File: src/hw/dmem_geom_pkg.sv
package dmem_geom_pkg;

    // plain vector types for the memory map
    typedef logic [31:0] addr_t;   // byte address
    typedef logic [31:0] word_t;   // data word
    typedef logic [7:0]  byte_t;   // storage unit

    // 128 KiB data memory starting at byte 0
    localparam int    MEM_BYTES  = 131072;
    localparam addr_t TOP_ADDR   = 32'h0001FFFF;  // last valid byte

    // returned in place of data on an out-of-range access
    localparam word_t ERROR_WORD = 32'hDEADBEEF;

endpackage
File: src/hw/dmem_bus_pkg.sv
package dmem_bus_pkg;

    import dmem_geom_pkg::*;

    // size of a load or store
    typedef enum logic [1:0] {
        SIZE_BYTE = 2'd0,
        SIZE_HALF = 2'd1,
        SIZE_WORD = 2'd2
    } access_size_e;

    // request from the core side, 68 bits
    typedef struct packed {
        logic         write;   // store when set, load otherwise
        logic         sign;    // sign-extend narrow loads
        access_size_e size;
        addr_t        addr;
        word_t        wdata;
    } dmem_req_t;

    // response to the core side, 34 bits
    typedef struct packed {
        word_t data;         // load data or old contents on a store
        logic  err_range;    // access ran past TOP_ADDR
        logic  err_protect;  // store suppressed by the protect limit
    } dmem_rsp_t;

    // credit pools
    localparam int REQ_CREDITS = 4;  // request queue depth
    localparam int RSP_CREDITS = 2;  // requester response buffer depth

    // register map of the config port
    typedef logic [1:0] csr_idx_t;

    localparam csr_idx_t CSR_PROTECT_LIMIT = 2'd0;
    localparam csr_idx_t CSR_ERR_COUNT     = 2'd1;
    localparam csr_idx_t CSR_LAST_ERR_ADDR = 2'd2;

endpackage

File: src/hw/dmem_csr.sv
`timescale 1ns/1ps

module dmem_csr
    import dmem_geom_pkg::*;
    import dmem_bus_pkg::*;
(
    input  logic     clk,
    input  logic     rst_n_i,
    input  logic     cfg_wr_i,
    input  csr_idx_t cfg_idx_i,
    input  word_t    cfg_wdata_i,
    output word_t    cfg_rdata_o,
    input  logic     err_event_i,
    input  addr_t    err_addr_i,
    output addr_t    protect_limit_o
);

    addr_t protect_limit;
    word_t err_count;
    addr_t last_err_addr;
    logic  clr_count;

    // any write to the count index clears it
    assign clr_count = cfg_wr_i && (cfg_idx_i == CSR_ERR_COUNT);

    always_ff @(posedge clk or negedge rst_n_i) begin
        if (!rst_n_i) begin
            protect_limit <= '0;
        end else if (cfg_wr_i && (cfg_idx_i == CSR_PROTECT_LIMIT)) begin
            protect_limit <= cfg_wdata_i;
        end
    end

    always_ff @(posedge clk or negedge rst_n_i) begin
        if (!rst_n_i) begin
            err_count <= '0;
        end else if (clr_count) begin
            err_count <= err_event_i ? word_t'(1) : '0;  // event in the clear cycle still counts
        end else if (err_event_i && (err_count != '1)) begin
            err_count <= err_count + word_t'(1);  // saturates at all ones
        end
    end

    always_ff @(posedge clk or negedge rst_n_i) begin
        if (!rst_n_i) begin
            last_err_addr <= '0;
        end else if (err_event_i) begin
            last_err_addr <= err_addr_i;
        end
    end

    // read mux, index 3 reads zero
    always_comb begin
        case (cfg_idx_i)
            CSR_PROTECT_LIMIT: cfg_rdata_o = protect_limit;
            CSR_ERR_COUNT:     cfg_rdata_o = err_count;
            CSR_LAST_ERR_ADDR: cfg_rdata_o = last_err_addr;
            default:           cfg_rdata_o = '0;
        endcase
    end

    assign protect_limit_o = protect_limit;

endmodule

File: config.mk
export PLATFORM = sky130hd
export DESIGN_NAME = dmem_csr
export DESIGN_NICKNAME = d
export VERILOG_FILES = /design/src/hw/dmem_geom_pkg.sv /design/src/hw/dmem_bus_pkg.sv /design/src/hw/dmem_csr.sv
export SDC_FILE = /design/constraint.sdc
export NUM_CORES = 1
export LEC_CHECK = 0
export BUFFER_PORTS_ARGS = -buffer_cell sky130_fd_sc_hd__buf_2
export CORE_UTILIZATION = 47
export DETAILED_ROUTE_END_ITERATION = 7
export MAX_ROUTING_LAYER = met4
export PLACE_DENSITY = 0.73
export SYNTH_ARGS = -nofsm -noshare
export SYNTH_HDL_FRONTEND = slang
export SYNTH_SLANG_ARGS = --single-unit
File: constraint.sdc
create_clock -name clk -period 3.9 [get_ports clk]
set_input_delay 0.78 -clock clk [delete_from_list [all_inputs] [get_ports clk]]
set_output_delay 0.78 -clock clk [all_outputs]
set_load 0.01 [all_outputs]
==> qor.yml <==
power:
  p_per_area_nw_per_um2: 398
  peakVddDrop_mv: 0.270
  total_power_mw: 2.33
  p_leak_nw: 2.64
timing:
  finalCritPeriodShare_pct: 71.0
  setup_slack_ps: 1130
  setup_violations: 0
  fin_hold_ws_ps: 445
  fin_crit_ps: 2770
  final_hold_viol_count: 0
  worst_slew_pin_slew_ps: 787
  max_slew_margin_pct: 47.1
  final.setup_skew_ps: 11.6
  drv_slew: 0
  fmax_mhz: 361
  rsz0062_at_grt: "false"
  tns_ps: 0
outcome:
  status: "completed"
global_routing:
  grt-ovfl-total: 0
  antenna_found_initial: 1
  grt_max_degree: 53
  grt_usage_pct: 26.3
  grt_pass1_wl_um: 20400
  grt_pass1_vias: 4080
route:
  initialDrtViolationCount: 287
  drt_pass1_iterations: 4
  vias: 4032
  wl_um: 12800
  drc: 0
  viasPerCell: 5.67
  wl_per_cell_um: 18.1
  ant_nets: 0
hold_path:
  hp-class: "input port to async pin"
cts:
  cts_buffers: 9
  path_clk_slew_ps: 90
  clkLatencyLatePin_ps: 370
  cts_hold_buf: 0
  post-cts-setup-buffer-count: 0
  clock_sinks: 96
  cts_tree: "built"
  htree_levels: 3
  cts-root-buf: "clkbuf_8"
  clk_path_buf_depth: 2
  cts_resized: 0
place:
  hpwl_um: 9280
  dp_slack_ps: 1160
  io_buffers: 133
  dpl_cell_area_um2: 5670
  gp_congestion: 0.870
die:
  die_h_um: 103
  start_util_pct: 49.0
  rows: 36
  coreArea_um2: 9860
  die_area_um2: 10700
  die_w_um: 103
  ios: 134
yosys:
  synth_xor_area_share_pct: 1.99
  synth_edf_count: 0
  synth_area_leader_cell: "dfrtp_1"
  synthTopCellsByArea: "dfrtp_1, mux2_2, mux2i_1, nand2_1, o21ai_0"
  yosysMostFrequentCell: "dfrtp_1"
  yosys-top-cells-count: "dfrtp_1, mux2_2, nand2_1, o21ai_0, mux2i_1"
  yosys.area_share.adder_pct: 0.259
  async_reset_ff_share_pct: 100
  synthFlopType: "dfrtp_1"
  synth.ff_latch_count: 96
  synth_fp_nets: 519
  yosys.cell_types.count: 41
  synth_top_family_by_area: "multiplexers"
  syn_area_per_cell_um2: 10.8
  synthSimpleGateAreaFrac_pct: 14.0
  muxShareOfSynthArea_pct: 21.5
  synth_compound_gate_area_share_pct: 9.90
  yosysSeqAreaShare_pct: 49.7
  synth_cells: 448
  synth_top_area_share_pct: 49.7
  synthesis.yosys.warnings: 0
  syn_area_um2: 4840
worst_setup_path:
  endpoint_kind: "output pin"
  reg2reg_depth: 5
  slowest_stage: "nor2b_2"
  cp.buffers_inverters: 3
  cpLargestDelayFamily: "buffers and inverters"
  start_kind: "input port"
  criticalPathCategory: "input port to output pin"
  worst_ep_arrival_time_ps: 1990
  crit_required_ps: 3120
  cpPeakStageDelay_ps: 440
  path_common_cell: "buf_2"
  r2r_slack_ps: 1450
  r2r_end: "err_count[29]$_DFFE_PN0P_"
  cp_max_fo: 13
  cp_cell_sequence: "buf_2, nor2b_2, buf_4, nand2_1, o21ai_0, buf_2"
  path_depth: 6
  r2r_start: "err_count[3]$_DFFE_PN0P_"
flow_run:
  cap_violations: 0
layout:
  syn_to_final_growth_pct: 21.0
  drive_above_1_share_pct: 40.9
  fin_nets: 644
  fin_area_um2: 5860
## stage by stage
step           utilization (%)  instances
2_1_floorplan                -        448
3_3_place_gp              57.4        695
3_5_place_dp              57.4        695
4_1_cts                   59.3        710
5_1_grt                   59.4        711
6_report                  59.4        711
## layout make-up
type	count	area [um^2]
clock inverters	4	45.0
diodes	1	2.50
well taps	133	166
flip-flops and latches	96	2400
clock buffers	11	141
inverters	4	15.0
multi-input cells	318	2320
repair buffers	144	763
fillers	846	4010
## cells in the final DEF (no fill, tap or decap), drive strengths merged, types with 2 or more instances in the layout
master    n
a21oi    18
clkbuf   11
buf     144
a31o      2
nor4      3
a211oi    6
o21ai    39
o31ai    11
mux2i    32
inv       4
nand2    53
xnor2    10
or3       7
or4      15
mux2     64
o31a      2
clkinv    3
nand4     5
nand3    13
nor3      2
and3      3
nor2     17
and4      3
dfrtp    96
## logic make-up (layout without fill, tap and decap cells)
group | after synthesis | in the layout
AOI/OAI and AO/OA | 81 | 81
and+or+nand+nor | 129 | 129
buffers and inverters | 34 | 163
adders and majority gates | 1 | 1
other | 0 | 1
DFF | 96 | 96
xor gates and xnor gates | 11 | 11
muxes | 96 | 96
## metal layers
layer / track usage, % / part of all wire, %
met1: 34.8 / 44
met2: 40.4 / 50
met3: 2.89 / 3.7
met4: 13.2 / 2.8
met5: - / 0
## state kept, by name (all words and copies together) (netlist names)
name / cells
last_err_addr: 32
protect_limit_o: 32
err_count: 32
## worst reg2reg max path, cell delays in order (launching register included)
cell	delay (ps)
dfrtp_1	510
nand4_4	190
or4_4	600
or4b_4	520
or4_1	410
a21oi_1	160
## where the power goes
group          leakage, nW  switching (mW)  internal [mW]
registers             1.20           0.103           1.11
clock network       0.0990           0.344          0.308
logic                 1.35           0.235          0.232
total                 2.64           0.682           1.65
## worst max-delay path by stage
stage                      endpoint    startpoint
floorplan           cfg_rdata_o[10]  cfg_idx_i[1]
global placement    cfg_rdata_o[11]  cfg_idx_i[0]
detailed placement   cfg_rdata_o[4]  cfg_idx_i[0]
CTS                  cfg_rdata_o[4]  cfg_idx_i[0]
global route         cfg_rdata_o[9]  cfg_idx_i[0]
finish               cfg_rdata_o[4]  cfg_idx_i[0]
Power figures use the tool's default switching activity.
