--- config.mk ---
export PLATFORM = sky130hd
export DESIGN_NAME = lsu_req_queue
export DESIGN_NICKNAME = d
export VERILOG_FILES = /design/src/hw/dmem_geom_pkg.sv /design/src/hw/dmem_bus_pkg.sv /design/src/hw/lsu_req_queue.sv
export SDC_FILE = /design/constraint.sdc
export NUM_CORES = 1
export LEC_CHECK = 0
export ABC_CLOCK_PERIOD_IN_PS = 4800
export BUFFER_PORTS_ARGS = -buffer_cell sky130_fd_sc_hd__clkbuf_2
export CAP_MARGIN = 20
export CORE_UTILIZATION = 25
export DETAILED_ROUTE_END_ITERATION = 16
export MAX_ROUTING_LAYER = met4
export SLEW_MARGIN = 30
export SYNTH_ARGS = -nofsm -noshare
export SYNTH_HDL_FRONTEND = slang
export SYNTH_SLANG_ARGS = --single-unit
--- constraint.sdc ---
create_clock -name clk -period 4.8 [get_ports clk]
set_input_delay 0.96 -clock clk [delete_from_list [all_inputs] [get_ports clk]]
set_output_delay 0.96 -clock clk [all_outputs]
set_load 0.1 [all_outputs]
--- src/hw/dmem_geom_pkg.sv ---
package dmem_geom_pkg;

    // plain vector types for the memory map
    typedef logic [31:0] addr_t;   // byte address
    typedef logic [31:0] word_t;   // data word
    typedef logic [7:0]  byte_t;   // storage unit

    // 128 KiB data memory starting at byte 0
    localparam int    MEM_BYTES  = 131072;
    localparam addr_t TOP_ADDR   = 32'h0001FFFF;  // last valid byte

    // returned in place of data on an out-of-range access
    localparam word_t ERROR_WORD = 32'hDEADBEEF;

endpackage
--- src/hw/dmem_bus_pkg.sv ---
package dmem_bus_pkg;

    import dmem_geom_pkg::*;

    // size of a load or store
    typedef enum logic [1:0] {
        SIZE_BYTE = 2'd0,
        SIZE_HALF = 2'd1,
        SIZE_WORD = 2'd2
    } access_size_e;

    // request from the core side, 68 bits
    typedef struct packed {
        logic         write;   // store when set, load otherwise
        logic         sign;    // sign-extend narrow loads
        access_size_e size;
        addr_t        addr;
        word_t        wdata;
    } dmem_req_t;

    // response to the core side, 34 bits
    typedef struct packed {
        word_t data;         // load data or old contents on a store
        logic  err_range;    // access ran past TOP_ADDR
        logic  err_protect;  // store suppressed by the protect limit
    } dmem_rsp_t;

    // credit pools
    localparam int REQ_CREDITS = 4;  // request queue depth
    localparam int RSP_CREDITS = 2;  // requester response buffer depth

    // register map of the config port
    typedef logic [1:0] csr_idx_t;

    localparam csr_idx_t CSR_PROTECT_LIMIT = 2'd0;
    localparam csr_idx_t CSR_ERR_COUNT     = 2'd1;
    localparam csr_idx_t CSR_LAST_ERR_ADDR = 2'd2;

endpackage

--- src/hw/lsu_req_queue.sv ---
`timescale 1ns/1ps

module lsu_req_queue
    import dmem_bus_pkg::*;
(
    input  logic      clk,
    input  logic      rst_n_i,
    input  logic      req_valid_i,
    input  dmem_req_t req_i,
    input  logic      pop_i,
    output dmem_req_t head_o,
    output logic      not_empty_o,
    output logic      req_credit_o
);

    typedef logic [$clog2(REQ_CREDITS)-1:0]   ptr_t;
    typedef logic [$clog2(REQ_CREDITS+1)-1:0] cnt_t;

    dmem_req_t entries [REQ_CREDITS];
    ptr_t      wr_ptr;
    ptr_t      rd_ptr;
    cnt_t      count;

    // requester holds a credit for every push, so no overflow check
    always_ff @(posedge clk) begin
        if (req_valid_i) begin
            entries[wr_ptr] <= req_i;
        end
    end

    always_ff @(posedge clk or negedge rst_n_i) begin
        if (!rst_n_i) begin
            wr_ptr <= '0;
            rd_ptr <= '0;
            count  <= '0;
        end else begin
            if (req_valid_i) begin
                wr_ptr <= (wr_ptr == ptr_t'(REQ_CREDITS - 1)) ? '0 : wr_ptr + ptr_t'(1);
            end
            if (pop_i) begin
                rd_ptr <= (rd_ptr == ptr_t'(REQ_CREDITS - 1)) ? '0 : rd_ptr + ptr_t'(1);
            end
            case ({req_valid_i, pop_i})
                2'b10:   count <= count + cnt_t'(1);
                2'b01:   count <= count - cnt_t'(1);
                default: count <= count;
            endcase
        end
    end

    // every released entry hands one credit back
    always_ff @(posedge clk or negedge rst_n_i) begin
        if (!rst_n_i) begin
            req_credit_o <= 1'b0;
        end else begin
            req_credit_o <= pop_i;
        end
    end

    assign head_o      = entries[rd_ptr];
    assign not_empty_o = count != '0;

endmodule

==> impl_metrics.toml <==
[routing]
firstDrtPassIters = 4
dr_total_vias = 4610
drc = 0
avgViaCountPerCell = 4.12
drt_iter0_markers = 221
wl_per_cell_microns = 18.1
postRouteAntennaNets = 0
routed_wl_microns = 20200

[synthesis]
synth_fp_nets = 474
ys_ff_latch = 280
synthAdderAreaFrac_pct = 0.921
synth_top_family_by_area = "multiplexers"
yosysWarningCount = 0
postSynthAreaPerCell_sq_um = 26.1
seq_area_frac_synth_pct = 81.0
muxShareOfSynthArea_pct = 15.0
synth-compound-area-share_pct = 0.145
netlist_area_sq_mm = 0.0103
synth-xor-area-share_pct = 0.254
synth.distinct_cells = 18
yosys.area_share.simple_pct = 0.509
syn_inst = 395

[floorplan]
boundaryPins = 142
coreArea_sq_mm = 0.0408
dieArea_sq_mm = 0.0421
fp.dieH_microns = 205
initial_utilization_pct = 25.3
row_count = 74
dieWidth_microns = 205

[placed_design]
gp_routability_congestion = 0.658
portBuffers = 141
hpwl_microns = 12400

[flow_run]
cap_violations = 0

[cts]
cts.sinks = 280
cts_resized = 0
clock_path_buffers = 3
postCtsSetupBuffers = 0
cts_tree = "done"
postCtsHoldBufs = 0
cts_buffers = 30
cts.clk_slew.worst_paths_ps = 60
root_buffer = "clkbuf_16"
clk_latency_ps = 570
h-tree-depth = 1

[layout]
layout.nets = 643
syn_to_final_growth_pct = 21.8
final_util_pct = 30.8
drive_above_1_share_pct = 45.7
fill_cells = 3912

[grt]
antenna_found_initial = 2
grt_pass1_wl_microns = 29800
grt_max_degree = 42
grtUsageTotal_pct = 9.83
grt_pass1_vias = 4948
grt_overflow = 0

[worst_setup_path]
max_stage_delay_ps = 740
cp.arrival_ps = 2640
reg2reg_setup_slack_ps = 2780
worstRegToRegCells = 5
crit_required_ps = 3840
rr_startpoint = "wr_ptr[1]$_DFFE_PN0P_"
crit_fanout = 31
critPathCaptureType = "output port"
path_class = "reg -> out"
crit_path_top_delay_cell = "dfrtp_4"
rr_endpoint = "entries[1][30]$_DFFE_PP_"
worstPathCellList = "buf_12, mux4_2, clkbuf_2"
start_kind = "flop"

[timing]
drv_slew = 0
period_needed_ps = 3600
relSlewSlack_pct = 52.0
setup_viol = 0
fmax_mhz = 278
finalHoldViolations = 0
fin_worst_skew_ps = 23.8
final.setup.tns_ps = 0
finalCritPeriodShare_pct = 75.1
rsz0062_at_grt = "false"
worst-slew-pin-transition_ps = 721

[min_path]
hold_path_class = "in -> async"

[run_status]
status = "completed"
per-stage QoR:
stage | area, sq um | setup WS (ps) | hold slack, ps | cells
detailed placement | 11700 | 1380 | 452 | 1063
CTS | 12600 | 729 | 183 | 1117
finish | 12600 | 1200 | 239 | 1120
floorplan | 10300 | 1810 | 436 | 395
global route | 12600 | 1010 | 216 | 1120
global placement | 11600 | 1390 | 449 | 1059
per-layer routing:
layer | vias to the layer above | wire [microns] | share of wire (%) | global-route usage (%)
li1 | 2034 | - | - | -
met1 | 2420 | 8800 | 43 | 12.2
met2 | 122 | 9720 | 48 | 15.7
met3 | 34 | 1190 | 5.9 | 2.72
met4 | 0 | 520 | 2.6 | 2.72
met5 | - | 0 | 0 | -
cell usage after synthesis (all sizes together):
library cell	count	area share, %
ha	6	0.73
nand2	2	0.073
dfrtp	8	1.9
and2	4	0.24
edfxtp	272	79
xor2	2	0.17
inv	6	0.22
fa	1	0.19
nor2	2	0.073
xnor2	1	0.085
mux2	2	0.22
mux4	68	15
or3	2	0.12
o21ai	3	0.15
buf	16	1.9
cells in the final DEF (no fill, tap or decap), types with 2 or more instances in the layout:
master        n
clkinv_4      2
buf_4         6
mux4_2       68
nand2_1       2
clkbuf_1      8
xor2_1        2
clkinv_1      7
or3_1         2
ha_1          6
dfrtp_4       2
o21ai_0       3
clkinv_2      4
mux2_2        2
nor2_1        2
dfrtp_1       6
edfxtp_1    272
clkinvlp_4    2
buf_12        5
clkbuf_2    141
diode_2       2
clkbuf_16    30
and2_4        4
inv_1         6
critical path: cells and delay by family, from the launching register on:
| family | cells | cell delay (ps) |
|---|---|---|
| buf+inv | 2 | 720 |
| flops | 1 | 740 |
| mux | 1 | 570 |
state kept, by name, summed over array words and instances (netlist names):
signal        cells
entries         272
count             3
rd_ptr            2
wr_ptr            2
req_credit_o      1
how the worst max path moves through the flow:
stage                                     start                 endpoint  slack (ps)  cells after the start
after floorplan                     req_valid_i  entries[0][0]$_DFFE_PP_        1810                      1
after global placement    rd_ptr[0]$_DFFE_PN0P_               head_o[43]        1390                      3
after detailed placement  rd_ptr[0]$_DFFE_PN0P_               head_o[43]        1380                      3
after CTS                 rd_ptr[0]$_DFFE_PN0P_               head_o[43]         730                      3
after global routing      rd_ptr[0]$_DFFE_PN0P_               head_o[43]        1010                      3
final                     rd_ptr[0]$_DFFE_PN0P_               head_o[43]        1200                      3
logic make-up (layout without fill, tap and decap cells):
logic type	Yosys count	after routing
flip-flops	280	280
AO/OA/AOI/OAI	3	3
multiplexers	70	70
XOR/XNOR	3	3
AND/OR/NAND/NOR	10	10
other	0	2
adder cells (fa/ha/maj)	7	7
buffers and inverters	22	213
layout make-up:
type	instances	area, sq um	share of cell area [%]
diodes	2	5.00	0.0398
clock buffers	38	781	6.21
clock inverters	16	95.1	0.756
inverters	6	22.5	0.179
multi-input cells	93	1750	13.9
flip-flops and latches	280	8380	66.6
well taps	532	666	5.29
repair buffers	153	878	6.98
Power is not shown: default switching activity piles up to over one toggle a cycle in this logic, so the estimate is an artifact.
