==> src/hw/dmem_geom_pkg.sv <==
package dmem_geom_pkg;

    // plain vector types for the memory map
    typedef logic [31:0] addr_t;   // byte address
    typedef logic [31:0] word_t;   // data word
    typedef logic [7:0]  byte_t;   // storage unit

    // 128 KiB data memory starting at byte 0
    localparam int    MEM_BYTES  = 131072;
    localparam addr_t TOP_ADDR   = 32'h0001FFFF;  // last valid byte

    // returned in place of data on an out-of-range access
    localparam word_t ERROR_WORD = 32'hDEADBEEF;

endpackage
==> src/hw/dmem_bus_pkg.sv <==
package dmem_bus_pkg;

    import dmem_geom_pkg::*;

    // size of a load or store
    typedef enum logic [1:0] {
        SIZE_BYTE = 2'd0,
        SIZE_HALF = 2'd1,
        SIZE_WORD = 2'd2
    } access_size_e;

    // request from the core side, 68 bits
    typedef struct packed {
        logic         write;   // store when set, load otherwise
        logic         sign;    // sign-extend narrow loads
        access_size_e size;
        addr_t        addr;
        word_t        wdata;
    } dmem_req_t;

    // response to the core side, 34 bits
    typedef struct packed {
        word_t data;         // load data or old contents on a store
        logic  err_range;    // access ran past TOP_ADDR
        logic  err_protect;  // store suppressed by the protect limit
    } dmem_rsp_t;

    // credit pools
    localparam int REQ_CREDITS = 4;  // request queue depth
    localparam int RSP_CREDITS = 2;  // requester response buffer depth

    // register map of the config port
    typedef logic [1:0] csr_idx_t;

    localparam csr_idx_t CSR_PROTECT_LIMIT = 2'd0;
    localparam csr_idx_t CSR_ERR_COUNT     = 2'd1;
    localparam csr_idx_t CSR_LAST_ERR_ADDR = 2'd2;

endpackage

==> src/hw/dmem_ctrl.sv <==
`timescale 1ns/1ps

module dmem_ctrl
    import dmem_geom_pkg::*;
    import dmem_bus_pkg::*;
(
    input  logic         clk,
    input  logic         rst_n_i,
    input  dmem_req_t    head_i,
    input  logic         not_empty_i,
    output logic         pop_o,
    input  logic         rsp_credit_i,
    input  addr_t        protect_limit_i,
    output logic         acc_valid_o,
    output logic         acc_wr_o,
    output access_size_e acc_size_o,
    output addr_t        acc_addr_o,
    output word_t        acc_wdata_o,
    input  word_t        rd_data_i,
    input  logic         range_err_i,
    output logic         rsp_valid_o,
    output dmem_rsp_t    rsp_o,
    output logic         err_event_o,
    output addr_t        err_addr_o
);

    typedef logic [$clog2(RSP_CREDITS+1)-1:0] credit_t;

    // ISSUE_ACTIVE means an access sits in the memory stage
    typedef enum logic {
        ISSUE_IDLE,
        ISSUE_ACTIVE
    } issue_state_e;

    issue_state_e state;
    credit_t      credits;
    logic         issue;
    logic         protect_hit;
    word_t        rsp_data;

    // memory stage payload
    logic         p_sext;
    access_size_e p_size;
    logic         p_prot;
    addr_t        p_addr;

    assign issue       = not_empty_i && (credits != '0);
    assign protect_hit = head_i.write && (head_i.addr < protect_limit_i);

    assign pop_o       = issue;
    assign acc_valid_o = issue;
    assign acc_wr_o    = head_i.write && !protect_hit;  // protected store becomes a read
    assign acc_size_o  = head_i.size;
    assign acc_addr_o  = head_i.addr;
    assign acc_wdata_o = head_i.wdata;

    always_ff @(posedge clk or negedge rst_n_i) begin
        if (!rst_n_i) begin
            credits <= credit_t'(RSP_CREDITS);
            state   <= ISSUE_IDLE;
        end else begin
            credits <= credits + credit_t'(rsp_credit_i) - credit_t'(issue);
            state   <= issue ? ISSUE_ACTIVE : ISSUE_IDLE;
        end
    end

    always_ff @(posedge clk) begin
        if (issue) begin
            p_sext <= head_i.sign && !head_i.write;  // only loads extend
            p_size <= head_i.size;
            p_prot <= protect_hit;
            p_addr <= head_i.addr;
        end
    end

    // error word passes through untouched
    always_comb begin
        rsp_data = rd_data_i;
        if (p_sext && !range_err_i) begin
            case (p_size)
                SIZE_BYTE: rsp_data = {{24{rd_data_i[7]}}, rd_data_i[7:0]};
                SIZE_HALF: rsp_data = {{16{rd_data_i[15]}}, rd_data_i[15:0]};
                default:   rsp_data = rd_data_i;
            endcase
        end
    end

    always_ff @(posedge clk or negedge rst_n_i) begin
        if (!rst_n_i) begin
            rsp_valid_o <= 1'b0;
            err_event_o <= 1'b0;
        end else begin
            rsp_valid_o <= state == ISSUE_ACTIVE;
            err_event_o <= (state == ISSUE_ACTIVE) && (range_err_i || p_prot);
        end
    end

    always_ff @(posedge clk) begin
        if (state == ISSUE_ACTIVE) begin
            rsp_o      <= '{data: rsp_data, err_range: range_err_i, err_protect: p_prot};
            err_addr_o <= p_addr;
        end
    end

endmodule

==> config.mk <==
export PLATFORM = sky130hd
export DESIGN_NAME = dmem_ctrl
export DESIGN_NICKNAME = d
export VERILOG_FILES = /design/src/hw/dmem_geom_pkg.sv /design/src/hw/dmem_bus_pkg.sv /design/src/hw/dmem_ctrl.sv
export SDC_FILE = /design/constraint.sdc
export NUM_CORES = 1
export LEC_CHECK = 0
export ABC_AREA = 1
export BUFFER_PORTS_ARGS = -buffer_cell sky130_fd_sc_hd__buf_4
export CELL_PAD_IN_SITES_DETAIL_PLACEMENT = 1
export CELL_PAD_IN_SITES_GLOBAL_PLACEMENT = 1
export CORE_UTILIZATION = 30
export DETAILED_ROUTE_END_ITERATION = 12
export GPL_ROUTABILITY_DRIVEN = 1
export PLACE_DENSITY_LB_ADDON = 0.25
export SLEW_MARGIN = 10
export SYNTH_ARGS = -nofsm -noshare
export SYNTH_HDL_FRONTEND = slang
export SYNTH_SLANG_ARGS = --single-unit
==> constraint.sdc <==
create_clock -name clk -period 2 [get_ports clk]
set_input_delay 0.1 -clock clk [delete_from_list [all_inputs] [get_ports clk]]
set_output_delay 0.1 -clock clk [all_outputs]
set_load 0.02 [all_outputs]
==> impl_metrics.csv, run 1 <==
group,metric,value,unit
status,status,"finished clean",
synthesis,ys_top_cells_by_area,"edfxtp_1, buf_4, ha_1, inv_1, nand2_1",
drt,drc,0,
power_and_ir_drop,intPower,4.72,mW
sta,maxSlewHeadroom,63.2,%
clock_network,clk_latency,0.34,ns
sta,tns,0,ns
clock_network,clock_path_buffers,2,
power_and_ir_drop,switchingPower,2.04,mW
clock_network,cts-buffers-inserted,9,
layout,antenna_cells,0,
synthesis,ys_top_cells_by_count,"edfxtp_1, buf_4, inv_1, nand2_1, ha_1",
power_and_ir_drop,p_per_area,967,mW/mm2
placed_design,post-place-ws,0.344,ns
critical_path,critPathMostFrequentCell,"nand2_2",
die,core_area,0.0159,mm2
synthesis,syn_nets,548,
synthesis,synth_edf_count,102,
critical_path,setup.worst_path.end_class,"output pin",
layout,layout.nets,748,
synthesis,yosysSeqAreaShare,65.4,%
min_path,hold_path.class,"in -> reg",
placed_design,postPlaceCellArea,0.00624,mm2
sta,timing.fmax,0.531,GHz
grt,grt_pass1_vias,3593,
grt,grt_max_degree,44,
synthesis,synth-main-ff-cell,"edfxtp_1",
layout,finalInstanceArea,0.00700,mm2
power_and_ir_drop,p_seq_share,48.4,%
die,start_util,30.7,%
synthesis,synth_top_area_share,62.8,%
clock_network,cts.sinks,107,
synthesis,syn_area_per_cell,12.9,um2
sta,period_minus_slack,1.88,ns
layout,seq_area,0.00319,mm2
flow_run,cap_violations,0,
die,die-area,0.0168,mm2
power_and_ir_drop,p_leak,3.19,nW
drt,route.vias.total,3391,
power_and_ir_drop,clkPwrFrac,24.3,%
placed_design,place.gp.congestion,0.714,
critical_path,cp_slowest_cell,"dlygate4sd3_1",
placed_design,place_hpwl,9.35,mm
synthesis,synth_warnings,0,
critical_path,path_cells,"dlygate4sd3_1 > buf_4 > ha_4 > nand3_2 > nor3_2 > nand2_1 > nand2_2 > nand2_2 > a21oi_2 > buf_6",
sta,fin_ws,0.118,ns
drt,routed_wl,12.4,mm
layout,syn_to_final_growth,43.5,%
sta,final-setup-viol-count,0,
power_and_ir_drop,swShare,30.2,%
power_and_ir_drop,comb_power_share,27.3,%
synthesis,netlist_area,0.00487,mm2
drt,drtIter0Drc,83,
drt,ant_nets,0,
drt,wire_per_inst,15.5,um
placed_design,port_buffers,209,
die,rows,46,
layout,multiInputGateArea,982,um2
sta,fin_skew,0.00482,ns
critical_path,start_kind,"primary input",
grt,grt_pass1_wl,17.9,mm
sta,slew_viol_final,0,
critical_path,critPathBufInv,3,
grt,track_usage,14.3,%
synthesis,async_flop_share,4.67,%
synthesis,synth_top_area_cell,"edfxtp_1",
die,fp.dieH,129,um
layout,layout-drive-gt1-share,41.5,%
critical_path,path_class,"in -> out",
synthesis,ys_ff_latch,107,
critical_path,worst-path-stages,10,
sta,post-route-period-util,94.1,%
critical_path,crit_fanout,3,
power_and_ir_drop,total_power,6.77,mW
clock_network,clk_pin_slew_worst_paths,0.07,ns
sta,finalHoldViolCount,0,
sta,grt_setup_unrepaired,"false",
power_and_ir_drop,ir_worst_vdd,0.000476,V
clock_network,clock-root-buffer,"clkbuf_16",
synthesis,postSynthCellCount,378,
grt,overflow,0,
layout,nFillCells,1732,
clock_network,post_cts.repair.setup_buffers,0,
critical_path,cp.required,1.90,ns
critical_path,cp_top_family,"buffers and inverters",
sta,tightest_slew,0.552,ns
drt,vias_per_cell,4.24,
critical_path,r2r_cells,5,
drt,drt_pass1_iterations,4,
critical_path,slowest_delay,0.53,ns
die,chipWidth,129,um
min_path,holdPathStages,2,
die,pin_count,274,
critical_path,crit_arrival,1.78,ns
synthesis,synth.distinct_cells,22,
grt,antenna_found_initial,0,
synthesis,yosysMostFrequentCell,"edfxtp_1",
clock_network,h-tree-depth,3,
clock_network,cts_tree,"done",
[through the flow]
step                utilization [%]  std cells  hold WS (ns)
floorplan                         -        378        -0.196
global placement               39.3        738       -0.0845
detailed placement             39.3        738       -0.0855
CTS                            43.8        799        0.0372
global route                   44.0        799        0.0352
finish                         44.0        799        0.0520
[placed cells by master (no fill, tap or decap)]
cell and n:
nor3_4 1, a21oi_1 15, inv_1 53, dfrtp_1 3, inv_2 1, ha_1 32
o21ai_0 28, buf_12 1, clkbuf_16 9, nor3_1 2, nor3_2 1, buf_6 1
dfrtp_2 1, o21a_1 1, dfstp_2 1, edfxtp_1 102, dlygate4sd3_1 45, clkbuf_1 2
o21a_2 1, xnor2_1 2, clkinv_1 1, buf_4 213, o211ai_1 1, clkinvlp_4 2
nand2_1 41, inv_6 2, ha_4 1, nand4_1 2, nand3_1 1, a21oi_2 1
nand2_2 4, nand3_2 1, nand2_4 1, nor2_1 10
[what timing repair did]
item                       in CTS  in global routing
gates resized for setup         0                  7
setup endpoints to repair       0                  1
hold endpoints to repair       50                  0
hold buffers                   45                  0
[layer usage]
metal	vias up	wire [um]	part of all wire, %	track usage (%)
li1	1612	-	-	-
met1	1600	4550	37	14.9
met2	147	6450	52	26.5
met3	32	1110	8.9	4.21
met4	0	256	2.1	6.57
met5	-	0	0	0
[cell type report]
class / instances / area share [%]
Clock inverter: 5 / 0.519
Timing Repair Buffer: 260 / 29.7
Inverter: 54 / 2.90
Sequential cell: 107 / 45.6
Multi-Input combinational cell: 146 / 14.0
Tap cell: 216 / 3.86
Clock buffer: 11 / 3.33
[power by group through the flow]
stage	combinational [mW]	clock (mW)	sequential, mW
detailed placement	1.81	0	3.34
CTS	1.88	1.71	3.29
floorplan	0.553	0	3.75
global placement	1.76	0	3.31
global route	2.00	1.77	3.33
finish	1.85	1.64	3.27
[flip-flops by register name, summed over array words and instances, names as in the netlist]
name and flops:
err_event_o 1, rsp_valid_o 1, p_sext 1, rsp_o 34, credits 2, p_addr 32
p_size 2, state 1, err_addr_o 32, p_prot 1
[cells by family (layout without fill, tap and decap cells)]
kind of cell | after synthesis | after routing | share of synthesized area (%)
simple gates | 64 | 64 | 5.67
fa+ha+maj | 33 | 33 | 8.47
flops | 107 | 107 | 65.4
compound gates | 47 | 47 | 4.98
buf+inv | 125 | 330 | 15.1
xor+xnor | 2 | 2 | 0.359
[path summary, 6_finish.rpt]
check	start	end	slack [ns]
worst max-delay path	head_i[44]	acc_wr_o	0.12
worst min-delay path	head_i[67]	p_sext$_DFFE_PP_	0.05
worst max register to register	p_size[1]$_DFFE_PP_	rsp_o[31]$_DFFE_PP_	0.41
worst min register to register	p_addr[18]$_DFFE_PP_	err_addr_o[18]$_DFFE_PP_	0.42
max in group asynchronous	rst_n_i	credits[1]$_DFF_PN1_	1.68
min in group asynchronous	rst_n_i	credits[0]$_DFF_PN0_	0.12
(Power assumes the default switching activity.)
==> inputs of run 2 (changes only) <==
==> constraint.sdc (replaced) <==
create_clock -name clk -period 2 [get_ports clk]
set_input_delay 0.3 -clock clk [delete_from_list [all_inputs] [get_ports clk]]
set_output_delay 0.3 -clock clk [all_outputs]
set_load 0.02 [all_outputs]
==> impl_metrics.csv, run 2 (synthesis gave the netlist of run 1 again) <==
group,metric,value,unit
layout,final_common_cell,"buf_4",
power_and_ir_drop,p_per_area,1050,mW/mm2
die,fp.dieH,129,um
sta,timing.fmax,0.531,GHz
die,rows,46,
status,status,"finished clean",
critical_path,cp_slowest_cell,"ha_1",
clock_network,h-tree-depth,3,
clock_network,clk_pin_slew_worst_paths,0.07,ns
drt,drtIter0Drc,102,
drt,vias_per_cell,4.25,
grt,grt_pass1_wl,17.5,mm
critical_path,path_cells,"buf_4 > ha_1 > nand2_1 > nor2_2 > nand4_1 > a21oi_2 > nor2_1 > a21oi_2 > buf_6",
power_and_ir_drop,switchingPower,2.03,mW
critical_path,critPathMostFrequentCell,"a21oi_2",
placed_design,port_buffers,209,
placed_design,postPlaceCellArea,0.00625,mm2
drt,routed_wl,11.9,mm
critical_path,setup.worst_path.end_class,"output pin",
sta,finalHoldViolCount,0,
min_path,hold_path.class,"in -> reg",
sta,slew_viol_final,0,
die,start_util,30.7,%
layout,finalInstanceArea,0.00664,mm2
die,die-area,0.0168,mm2
flow_run,cap_violations,0,
grt,grt_max_degree,33,
layout,largest_register_ffs,34,
drt,ant_nets,0,
critical_path,critPathBufInv,2,
clock_network,clock_path_buffers,2,
grt,track_usage,14.2,%
power_and_ir_drop,comb_power_share,26.0,%
critical_path,path_class,"in -> out",
sta,tightest_slew,0.391,ns
layout,nFillCells,1735,
clock_network,cts_tree,"done",
critical_path,slowest_delay,0.29,ns
placed_design,place_inst,738,
drt,wire_per_inst,15.8,um
placed_design,post-place-ws,-0.00139,ns
sta,tns,0,ns
layout,antenna_cells,0,
placed_design,place_hpwl,9.30,mm
critical_path,cp_top_family,"simple AND/OR/NAND/NOR gates",
power_and_ir_drop,clkPwrFrac,27.0,%
layout,multiInputGateArea,0.00102,mm2
critical_path,crit_arrival,1.58,ns
critical_path,cp.required,1.70,ns
sta,fin_skew,0.00505,ns
drt,drc,0,
clock_network,cts.sinks,107,
layout,final_cells,754,
layout,seq_area,0.00319,mm2
grt,overflow,0,
power_and_ir_drop,swShare,29.1,%
sta,maxSlewHeadroom,73.9,%
clock_network,clock-root-buffer,"clkbuf_16",
power_and_ir_drop,p_leak,3.03,nW
layout,most-common-layout-cells,"buf_4, edfxtp_1, inv_1",
power_and_ir_drop,ir_worst_vdd,0.000384,V
grt,antenna_found_initial,0,
grt,grt_pass1_vias,3365,
power_and_ir_drop,p_seq_share,47.0,%
layout,layout-drive-gt1-share,46.5,%
layout,layout.nets,704,
sta,final-setup-viol-count,0,
layout,syn_to_final_growth,36.3,%
sta,post-route-period-util,94.1,%
layout,top_register,"rsp_o",
sta,fin_ws,0.117,ns
power_and_ir_drop,intPower,4.93,mW
critical_path,start_kind,"primary input",
sta,period_minus_slack,1.88,ns
sta,hold_slack,0.124,ns
drt,drt_pass1_iterations,4,
placed_design,place.gp.congestion,0.709,
clock_network,cts-buffers-inserted,9,
die,pin_count,274,
drt,route.vias.total,3207,
layout,reg.largest.list,"rsp_o x34, err_addr_o x32, p_addr x32",
die,chipWidth,129,um
critical_path,crit_fanout,3,
die,core_area,0.0159,mm2
clock_network,clk_latency,0.35,ns
run 2: cell types whose count changed in the layout (fill, tap and decap cells not counted), sizes merged:
cell,delta
clkinvlp,-1
inv,-2
dlygate4sd3,-44
bufinv,+2
run 2: timing repair:
item / 4_1_cts / 5_1_grt
buffers inserted: 0 / 0
hold buffers: 1 / 0
resized for setup: 2 / 14
setup endpoints to repair: 1 / 1
pin swaps: 0 / 7
endpoints found under the hold margin: 5 / 0
run 2: final cells by class:
class                           instances  area share (%)
Clock buffer                           11            3.50
Clock inverter                          4            1.15
Inverter                               54            3.05
Multi-Input combinational cell        146            15.3
Sequential cell                       107            48.0
Tap cell                              216            4.07
Timing Repair Buffer                  216            24.9
run 2: power by group through the flow:
stage	clock network (mW)	logic (mW)	registers, mW
global placement	0	1.79	3.30
global route	2.00	1.97	3.32
floorplan	0	0.553	3.75
finish	1.88	1.81	3.27
CTS	1.93	1.84	3.28
detailed placement	0	1.83	3.33
run 2: per-stage QoR:
| step | util, % | power, mW |
|---|---|---|
| 4_1_cts | 41.4 | 7.05 |
| 3_3_place_gp | 39.4 | 5.09 |
| 5_1_grt | 41.8 | 7.29 |
| 6_report | 41.8 | 6.96 |
| 2_1_floorplan | - | 4.30 |
| 3_5_place_dp | 39.4 | 5.16 |
run 2: worst paths after layout:
| path | from | to | slack, ns | cells after the start |
|---|---|---|---|---|
| min in group asynchronous | rst_n_i | err_event_o$_DFF_PN0_ | 0.29 | 2 |
| max reg2reg | p_sext$_DFFE_PP_ | rsp_o[20]$_DFFE_PP_ | 0.41 | 6 |
| min reg2reg | p_addr[28]$_DFFE_PP_ | err_addr_o[28]$_DFFE_PP_ | 0.42 | 0 |
| max | head_i[61] | acc_wr_o | 0.12 | 9 |
| max in group asynchronous | rst_n_i | credits[1]$_DFF_PN1_ | 1.51 | 2 |
| min | rd_data_i[2] | rsp_o[4]$_DFFE_PP_ | 0.12 | 1 |
run 2: metal layers:
layer,vias to the layer above,track usage [%],share of wire [%]
met2,140,25.3,52
met4,0,6.98,2.4
met3,33,4.13,8.4
li1,1522,-,-
met1,1512,15.5,37
met5,-,0,0
